$ cat src/hdl/ruptCtl_macros.svh
`ifndef RUPTCTL_MACROS_SVH
`define RUPTCTL_MACROS_SVH

// Control-pulse vector from the sequencer, all pulses active low
`define CP_WIDTH 101 // Full pulse vector width

// Bit index of each pulse used by the interrupt unit
`define CP_GENRST 2 // General reset
`define CP_RPT 58 // Read RUPT opcode
`define CP_CLRP 64 // Clear vector cell
`define CP_INH 66 // Set program inhibit
`define CP_CLINH 67 // Clear program inhibit
`define CP_CLINH1 68 // Clear overflow inhibit
`define CP_WOVI 99 // Write overflow RUPT inhibit
`define CP_KRPT 49 // Knock down RUPT priority

// Upper 11 bits of the vector address, octal 2000 once the cell
// and the two low zero bits are appended
`define RUPT_BASE 11'h020

// Data bus width of the machine
`define BUS_WIDTH 16

`endif
$ cat src/hdl/ruptPkg.sv
package ruptPkg;

	// Vector cell codes, one per interrupt source
	// Bus address is base plus code times four
	typedef enum logic [2:0] {
		VEC_NONE = 3'd0, // Nothing in service
		VEC_T3 = 3'd1, // Timer T3, address 2004 octal
		VEC_T4 = 3'd3, // Timer T4, address 2014 octal
		VEC_KBD = 3'd4 // Keyboard, address 2020 octal
	} ruptVec_t;

	// Decoded control pulses, active high
	// One-cycle levels sampled on CLK2
	typedef struct packed {
		logic genRst; // General reset
		logic rpt; // Load vector cell
		logic clrp; // Clear vector cell
		logic inh; // Set program inhibit
		logic clinh; // Clear program inhibit
		logic clinh1; // Clear overflow inhibit
		logic wovi; // Overflow check on write bus
		logic krpt; // Knock down serviced request
	} ctlPulse_t;

endpackage

$ cat src/hdl/ngInt.sv
`include "ruptCtl_macros.svh"

module ngInt (
	input logic CLK2, // System clock
	input logic rst_RUPT1, // Async reset, active low
	input logic timer3Pulse_i, // Timer T3 request
	input logic timer4Pulse_i, // Timer T4 request
	input logic kbdStrobe_i, // Keyboard strobe
	input logic [`CP_WIDTH-1:0] cp_i, // Control pulses, active low
	input logic [`BUS_WIDTH-1:0] writeBus_i, // Write bus for overflow
	output logic [`BUS_WIDTH-1:0] intBus_o, // Vector address
	output logic irq_o // Interrupt request
);

	ruptPkg::ctlPulse_t ctl; // Active-high pulses
	logic [2:0] pending; // Latched requests
	logic [2:0] clearVec; // Knock-down per source
	logic intEnable; // Inhibits released

	// Pick and invert the pulses this unit uses
	assign ctl.genRst = ~cp_i[`CP_GENRST];
	assign ctl.rpt = ~cp_i[`CP_RPT];
	assign ctl.clrp = ~cp_i[`CP_CLRP];
	assign ctl.inh = ~cp_i[`CP_INH];
	assign ctl.clinh = ~cp_i[`CP_CLINH];
	assign ctl.clinh1 = ~cp_i[`CP_CLINH1];
	assign ctl.wovi = ~cp_i[`CP_WOVI];
	assign ctl.krpt = ~cp_i[`CP_KRPT];

	ruptLatch u_t3 (
		.CLK2(CLK2),
		.rst_RUPT1(rst_RUPT1),
		.src_i(timer3Pulse_i),
		.clear_i(clearVec[0]),
		.genRst_i(ctl.genRst),
		.pending_o(pending[0])
	);

	ruptLatch u_t4 (
		.CLK2(CLK2),
		.rst_RUPT1(rst_RUPT1),
		.src_i(timer4Pulse_i),
		.clear_i(clearVec[1]),
		.genRst_i(ctl.genRst),
		.pending_o(pending[1])
	);

	ruptLatch u_kbd (
		.CLK2(CLK2),
		.rst_RUPT1(rst_RUPT1),
		.src_i(kbdStrobe_i),
		.clear_i(clearVec[2]),
		.genRst_i(ctl.genRst),
		.pending_o(pending[2])
	);

	ruptInhibit u_inhibit (
		.CLK2(CLK2),
		.rst_RUPT1(rst_RUPT1),
		.ctl_i(ctl),
		.writeBus_i(writeBus_i),
		.intEnable_o(intEnable)
	);

	ruptPriority u_priority (
		.CLK2(CLK2),
		.rst_RUPT1(rst_RUPT1),
		.ctl_i(ctl),
		.pending_i(pending),
		.intEnable_i(intEnable),
		.clearVec_o(clearVec),
		.irq_o(irq_o),
		.intBus_o(intBus_o)
	);

endmodule

$ cat src/hdl/ruptPriority.sv
`include "ruptCtl_macros.svh"

module ruptPriority (
	input logic CLK2, // System clock
	input logic rst_RUPT1, // Async reset, active low
	input ruptPkg::ctlPulse_t ctl_i, // Decoded control pulses
	input logic [2:0] pending_i, // Bit 0 T3, bit 1 T4, bit 2 KBD
	input logic intEnable_i, // No inhibit active
	output logic [2:0] clearVec_o, // Knock-down per source
	output logic irq_o, // Request to sequencer
	output logic [`BUS_WIDTH-1:0] intBus_o // Vector address
);

	ruptPkg::ruptVec_t vecSel; // Code of highest pending source
	ruptPkg::ruptVec_t vecCell; // Vector in service
	logic [2:0] clrSel; // One-hot of highest pending source
	logic anyPending; // At least one request waiting
	logic cellIdle; // No interrupt in service

	// Fixed priority, T3 first, then T4, then keyboard
	always_comb begin
		if (pending_i[0]) begin
			vecSel = ruptPkg::VEC_T3; // Highest
			clrSel = 3'b001;
		end else if (pending_i[1]) begin
			vecSel = ruptPkg::VEC_T4;
			clrSel = 3'b010;
		end else if (pending_i[2]) begin
			vecSel = ruptPkg::VEC_KBD; // Lowest
			clrSel = 3'b100;
		end else begin
			vecSel = ruptPkg::VEC_NONE; // Nothing to service
			clrSel = 3'b000;
		end
	end

	assign anyPending = |pending_i;

	// Vector cell, clear has priority over load
	always_ff @(posedge CLK2 or negedge rst_RUPT1) begin
		if (!rst_RUPT1) begin
			vecCell <= ruptPkg::VEC_NONE;
		end else if (ctl_i.genRst) begin
			vecCell <= ruptPkg::VEC_NONE; // General reset
		end else if (ctl_i.clrp) begin
			vecCell <= ruptPkg::VEC_NONE; // End of service
		end else if (ctl_i.rpt) begin
			vecCell <= vecSel; // Capture winner
		end
	end

	assign cellIdle = (vecCell == ruptPkg::VEC_NONE);

	// Knock down only the winning latch, same edge as krpt
	assign clearVec_o = ctl_i.krpt ? clrSel : 3'b000;

	// Request while enabled and nothing in service
	assign irq_o = intEnable_i & anyPending & cellIdle;

	// Base address, cell code times four
	assign intBus_o = {`RUPT_BASE, vecCell, 2'b00};

	// The sequencer reads a vector only with none in service
	rptOnlyWhenIdle: assert property (
		@(posedge CLK2) disable iff (!rst_RUPT1)
		ctl_i.rpt |-> cellIdle
	) else $error("rpt while vector %0h in service", vecCell);

endmodule

$ cat src/hdl/ruptInhibit.sv
`include "ruptCtl_macros.svh"

module ruptInhibit (
	input logic CLK2, // System clock
	input logic rst_RUPT1, // Async reset, active low
	input ruptPkg::ctlPulse_t ctl_i, // Decoded control pulses
	input logic [`BUS_WIDTH-1:0] writeBus_i, // Word being written
	output logic intEnable_o // Interrupts allowed
);

	logic progInh; // INHINT, set by program
	logic ovfInh; // INHINT1, set on overflow
	logic ovfWord; // Sign bits disagree

	// Overflow shows as a mismatch of the two top bits
	assign ovfWord = writeBus_i[`BUS_WIDTH-1] ^ writeBus_i[`BUS_WIDTH-2];

	// Program inhibit flop
	always_ff @(posedge CLK2 or negedge rst_RUPT1) begin
		if (!rst_RUPT1) begin
			progInh <= 1'b0;
		end else if (ctl_i.genRst) begin
			progInh <= 1'b0; // Sync clear
		end else if (ctl_i.inh) begin
			progInh <= 1'b1; // INHINT instruction
		end else if (ctl_i.clinh) begin
			progInh <= 1'b0; // RELINT instruction
		end
	end

	// Overflow inhibit flop
	always_ff @(posedge CLK2 or negedge rst_RUPT1) begin
		if (!rst_RUPT1) begin
			ovfInh <= 1'b0;
		end else if (ctl_i.genRst) begin
			ovfInh <= 1'b0; // Sync clear
		end else if (ctl_i.wovi && ovfWord) begin
			ovfInh <= 1'b1; // Overflowed write
		end else if (ctl_i.clinh1) begin
			ovfInh <= 1'b0; // Overflow handled
		end
	end

	// Enabled only with both inhibits released
	assign intEnable_o = ~progInh & ~ovfInh;

	// The sequencer never issues INHINT and RELINT in one cycle
	inhClinhExclusive: assert property (
		@(posedge CLK2) disable iff (!rst_RUPT1)
		!(ctl_i.inh && ctl_i.clinh)
	) else $error("inh and clinh asserted together");

endmodule

$ cat src/hdl/ruptLatch.sv
module ruptLatch (
	input logic CLK2, // System clock
	input logic rst_RUPT1, // Async reset, active low
	input logic src_i, // Async request level
	input logic clear_i, // Knock-down for this source
	input logic genRst_i, // Sync general reset
	output logic pending_o // Request waiting for service
);

	logic syncQ1; // First sync stage
	logic syncQ2; // Second sync stage, safe to use
	logic prevQ; // Last synced value
	logic riseEdge; // Rising edge of synced source
	logic pendingQ; // Sticky request flop

	// Two-stage synchronizer plus history flop
	always_ff @(posedge CLK2 or negedge rst_RUPT1) begin
		if (!rst_RUPT1) begin
			syncQ1 <= 1'b0;
			syncQ2 <= 1'b0;
			prevQ <= 1'b0;
		end else begin
			syncQ1 <= src_i; // May go metastable
			syncQ2 <= syncQ1;
			prevQ <= syncQ2;
		end
	end

	assign riseEdge = syncQ2 & ~prevQ; // One cycle per source pulse

	// Sticky latch; a fresh edge wins over any clear so no request is lost
	always_ff @(posedge CLK2 or negedge rst_RUPT1) begin
		if (!rst_RUPT1) begin
			pendingQ <= 1'b0;
		end else if (riseEdge) begin
			pendingQ <= 1'b1; // Set, even during knock-down
		end else if (clear_i || genRst_i) begin
			pendingQ <= 1'b0; // Serviced or reset
		end
	end

	assign pending_o = pendingQ;

	// Knock-down only ever reaches a latch that holds a request
	clearOnlyWhenPending: assert property (
		@(posedge CLK2) disable iff (!rst_RUPT1)
		clear_i |-> pendingQ
	) else $error("clear without a pending request");

endmodule

$ cat config.mk
export PLATFORM = sky130hd
export DESIGN_NAME = ngInt
export DESIGN_NICKNAME = d
export VERILOG_FILES = /design/src/hdl/ruptPkg.sv /design/src/hdl/ngInt.sv /design/src/hdl/ruptPriority.sv /design/src/hdl/ruptInhibit.sv /design/src/hdl/ruptLatch.sv
export VERILOG_INCLUDE_DIRS = /design/src /design/src/hdl
export SDC_FILE = /design/constraint.sdc
export NUM_CORES = 1
export LEC_CHECK = 0
export ABC_CLOCK_PERIOD_IN_PS = 1300
export BUFFER_PORTS_ARGS = -buffer_cell sky130_fd_sc_hd__buf_2
export CAP_MARGIN = 25
export CORE_UTILIZATION = 24
export CTS_CLUSTER_SIZE = 20
export DETAILED_ROUTE_END_ITERATION = 10
export GPL_ROUTABILITY_DRIVEN = 0
export GPL_TIMING_DRIVEN = 0
export HOLD_SLACK_MARGIN = 0.03
export PLACE_DENSITY_LB_ADDON = 0.25
export SYNTH_ARGS = -nofsm -noshare
export SYNTH_HDL_FRONTEND = slang
export SYNTH_SLANG_ARGS = --single-unit
export TNS_END_PERCENT = 10
$ cat constraint.sdc
create_clock -name CLK2 -period 1.3 [get_ports CLK2]
set_input_delay 0.13 -clock CLK2 [delete_from_list [all_inputs] [get_ports CLK2]]
set_output_delay 0.13 -clock CLK2 [all_outputs]
set_load 0.05 [all_outputs]
==> impl_metrics.sql <==
INSERT INTO impl_metrics (metric_group, metric, value, unit) VALUES
('pwr', 'peakVddDrop', '0.636', 'mV'),
('clock_network', 'worst_setup_hold_path_clk_slew', '0.10', 'ns'),
('logic_synthesis', 'postSynthRegisterBits', '17', ''),
('detailed_routing', 'wire_per_inst', '9.18', 'µm'),
('floorplan', 'dieHeight', '55.5', 'µm'),
('final_layout', 'synthToLayoutAreaGrowth', '40.5', '%'),
('global_routing', 'overall_global_routing_usage', '0.0828', ''),
('logic_synthesis', 'syn_inst', '60', ''),
('detailed_routing', 'antenna_left', '0', ''),
('outcome', 'run_status', 'finished, violations left', ''),
('final_layout', 'diodes', '0', ''),
('detailed_routing', 'vias_per_cell', '3.80', ''),
('detailed_routing', 'post-route-drc-count', '0', ''),
('logic_synthesis', 'synth.avg_cell_area', '11.5', 'µm²'),
('worst_setup_path', 'critical-path-top-delay-family', 'simple AND/OR/NAND/NOR gates', ''),
('global_routing', 'via_count_of_the_first_global_routing_pass', '470', ''),
('detailed_routing', 'vias', '494', ''),
('final_layout', 'multi_input_area', '210', 'µm²'),
('clock_network', 'clock_tree_from_tritoncts', 'built', ''),
('clock_network', 'max-clock-path-buffers', '2', ''),
('logic_synthesis', 'netlist-cell-type-count', '18', ''),
('final_layout', 'area_used_by_sequential_logic_in_the_layout', '428', 'µm²'),
('worst_setup_path', 'start_kind', 'flip-flop', ''),
('floorplan', 'num_io_pins', '139', ''),
('clock_network', 'cts_inserted_buffers', '3', ''),
('timing', 'worst_hold_slack', '0.0857', 'ns'),
('timing', 'final.period_utilization', '1.31', ''),
('timing', 'max_clock_freq', '589', 'MHz'),
('worst_setup_path', 'timing.critical_path.slowest_cell_delay', '0.56', 'ns'),
('final_layout', 'filler_cell_count', '276', ''),
('global_routing', 'antenna_violations_before_repair', '0', ''),
('worst_setup_path', 'crit_required', '1.17', 'ns'),
('placed_design', 'port_buffers', '18', ''),
('worst_setup_path', 'setup_crit_end_kind', 'output port', ''),
('flow_run', 'cap_viol_max_count', '0', ''),
('timing', 'final_period_minus_worst_setup_slack', '1.70', 'ns'),
('final_layout', 'final_layout_size_suffix_gt1_frac', '0.414', ''),
('worst_setup_path', 'critical_path.cell_chain', 'or4_4 > nor3_4 > buf_6', ''),
('final_layout', 'number_of_non_filler_instances_in_the_completed_layout', '130', ''),
('detailed_routing', 'drt_wl_total', '1190', 'µm'),
('timing', 'clock_skew', '0.00736', 'ns'),
('floorplan', 'chipWidth', '55.5', 'µm'),
('final_layout', 'final_cell_area', '967', 'µm²'),
('worst_hold_path', 'holdCritPathClass', 'primary input to flip-flop', ''),
('pwr', 'power_per_unit_of_standard_cell_area', '1140', 'mW/mm²'),
('worst_setup_path', 'critical-path-slowest-cell', 'sky130_fd_sc_hd__or4_4', ''),
('floorplan', 'start_util', '0.252', ''),
('clock_network', 'clock_latency_at_the_later_pin_of_the_worst_skew_pair', '0.29', 'ns'),
('outcome', 'failed_checks', 'setup timing', ''),
('detailed_routing', 'first_pass_iters', '4', ''),
('worst_setup_path', 'critical_path_peak_fanout', '2', ''),
('floorplan', 'core-area', '0.00273', 'mm²'),
('logic_synthesis', 'yosys_warnings', '0', ''),
('logic_synthesis', 'syn_area', '688', 'µm²'),
('logic_synthesis', 'synth.top_cell.area_share', '0.618', ''),
('worst_setup_path', 'critical_path_arrival', '1.57', 'ns'),
('clock_network', 'clock_tree.root_cell', 'sky130_fd_sc_hd__clkbuf_4', ''),
('worst_setup_path', 'timing.critical_path.buf_inv', '1', ''),
('pwr', 'total_leakage_power', '0.495', 'nW'),
('timing', 'report.final.hold_viol_count', '0', ''),
('global_routing', 'global_route.overflow_total', '0', ''),
('timing', 'maxSlewViolCount', '0', ''),
('logic_synthesis', 'seq_area_frac_synth', '0.618', ''),
('global_routing', 'grt_start_max_net_pins', '18', ''),
('floorplan', 'dieArea', '0.00309', 'mm²'),
('timing', 'worst_slack', '-0.397', 'ns'),
('global_routing', 'grt_first_pass_wirelength', '1980', 'µm'),
('timing', 'setup_repair_after_global_routing_missed_its_margin', 'true', ''),
('placed_design', 'placement.cell_area', '876', 'µm²'),
('floorplan', 'num_rows', '19', ''),
('final_layout', 'final_net_count', '222', ''),
('detailed_routing', 'drt-initial-drc-count', '9', ''),
('worst_setup_path', 'worst-setup-path-type', 'flip-flop to output port', ''),
('timing', 'final-setup-viol-count', '1', ''),
('logic_synthesis', 'netlist.top_cell.by_area', 'sky130_fd_sc_hd__dfrtp_1', ''),
('placed_design', 'hpwl', '917', 'µm'),
('clock_network', 'cts_htree_levels', '1', ''),
('timing', 'final.setup.tns', '-0.397', 'ns'),
('clock_network', 'total_number_of_clock_tree_sinks', '17', ''),
('placed_design', 'place.detailed.instances', '120', ''),
('logic_synthesis', 'yosys-top-cells-area', 'sky130_fd_sc_hd__dfrtp_1 62%, sky130_fd_sc_hd__buf_4 14%, sky130_fd_sc_hd__nor3_1 2.9%', '');
per-layer routing:
| layer | share of wire | vias to the layer above | global-route usage | wire length (µm) |
|---|---|---|---|---|
| li1 | - | 252 | - | - |
| met5 | 0 | - | 0 | 0 |
| met2 | 0.48 | 17 | 0.127 | 567 |
| met4 | 0 | 0 | 0.0429 | 0 |
| met3 | 0.062 | 0 | 0.0187 | 74 |
| met1 | 0.46 | 225 | 0.109 | 550 |
cell families (layout without fill, tap and decap cells):
| kind of cell | after synthesis | count (layout) | share of synthesized area |
|---|---|---|---|
| other cells | 2 | 13 | 0.0109 |
| xor+xnor | 1 | 1 | 0.0127 |
| simple gates | 15 | 15 | 0.122 |
| compound gates | 9 | 9 | 0.0782 |
| buf+inv | 16 | 44 | 0.158 |
| flops | 17 | 17 | 0.618 |
final cells by class:
class	instances	area share
inverter	3	0.0116
multi-input combinational	38	0.217
buffer	13	0.101
tap	31	0.0401
clock buffer	3	0.0233
clock inverter	1	0.00517
sequential	17	0.442
timing repair buffer	24	0.159
worst register-to-register path: stages (launching register included):
cell	delay (ns)
sky130_fd_sc_hd__dfrtp_1	0.45
sky130_fd_sc_hd__or4b_1	0.54
sky130_fd_sc_hd__a21oi_1	0.14
sequential cells by signal (all words and copies together) (netlist names):
| register | cells |
|---|---|
| u_kbd.syncQ1 | 1 |
| u_priority.vecCell | 3 |
| u_t4.syncQ1 | 1 |
| u_inhibit.ovfInh | 1 |
| u_t3.prevQ | 1 |
| u_kbd.pending_o | 1 |
| u_t3.syncQ2 | 1 |
| u_kbd.syncQ2 | 1 |
| u_inhibit.progInh | 1 |
| u_t3.pending_o | 1 |
| u_t4.prevQ | 1 |
| u_t3.syncQ1 | 1 |
| u_t4.pending_o | 1 |
| u_kbd.prevQ | 1 |
| u_t4.syncQ2 | 1 |
timing repair:
item                       in CTS  in global routing
setup endpoints to repair       1                  1
hold buffers                    5                  0
hold endpoints to repair       21                  0
gates cloned                    0                  0
setup buffers                   1                  0
gates resized for setup         2                  0
cells in the mapped netlist:
master and count:
sky130_fd_sc_hd__a21oi_1 2, sky130_fd_sc_hd__nand2_1 4, sky130_fd_sc_hd__xnor2_1 1, sky130_fd_sc_hd__nor3_1 4
sky130_fd_sc_hd__or4_1 1, sky130_fd_sc_hd__nand2b_1 1, sky130_fd_sc_hd__a21boi_0 1, sky130_fd_sc_hd__or3b_2 1
sky130_fd_sc_hd__nand3_1 2, sky130_fd_sc_hd__buf_4 13, sky130_fd_sc_hd__or4b_1 1, sky130_fd_sc_hd__o21ai_0 4
sky130_fd_sc_hd__conb_1 2, sky130_fd_sc_hd__o311ai_0 1, sky130_fd_sc_hd__inv_1 3, sky130_fd_sc_hd__nor2b_1 1
sky130_fd_sc_hd__dfrtp_1 17, sky130_fd_sc_hd__o211ai_1 1
metrics by stage:
stage               setup slack [ns]  power (mW)  utilization
floorplan                     -0.273       0.760            -
global placement              -0.165       0.812        0.320
detailed placement            -0.157       0.814        0.320
CTS                           -0.406        1.11        0.354
global route                  -0.461        1.16        0.354
finish                        -0.397        1.10        0.354
layout by cell type (no fill, tap or decap), drive strengths merged:
master / n
dfrtp: 17
a21boi: 1
nand2: 4
or3b: 1
clkinv: 1
inv: 3
or4b: 1
or4: 1
a21oi: 2
o21ai: 4
o211ai: 1
dlygate4sd3: 5
nor3: 4
xnor2: 1
nand2b: 1
conb: 13
clkbuf: 3
nand3: 2
buf: 32
nor2b: 1
o311ai: 1
power by group:
| group | leakage [nW] | total, mW | internal, mW | switching (mW) |
|---|---|---|---|---|
| sequential | 0.206 | 0.575 | 0.557 | 0.0181 |
| combinational | 0.271 | 0.249 | 0.0899 | 0.159 |
| clock | 0.0177 | 0.275 | 0.114 | 0.161 |
worst paths after layout:
check,slack [ns],endpoint,cells after the start,from
max,-0.40,irq_o,3,u_inhibit.ovfInh
min,0.09,u_inhibit.progInh,3,cp_i[67]
max in group asynchronous,0.75,u_priority.vecCell[1],2,rst_RUPT1
min reg2reg,0.35,u_kbd.syncQ2,0,u_kbd.syncQ1
max reg2reg,0.09,u_priority.vecCell[2],2,u_t3.pending_o
min in group asynchronous,0.26,u_t3.syncQ2,2,rst_RUPT1
Power figures use the tool's default switching activity.
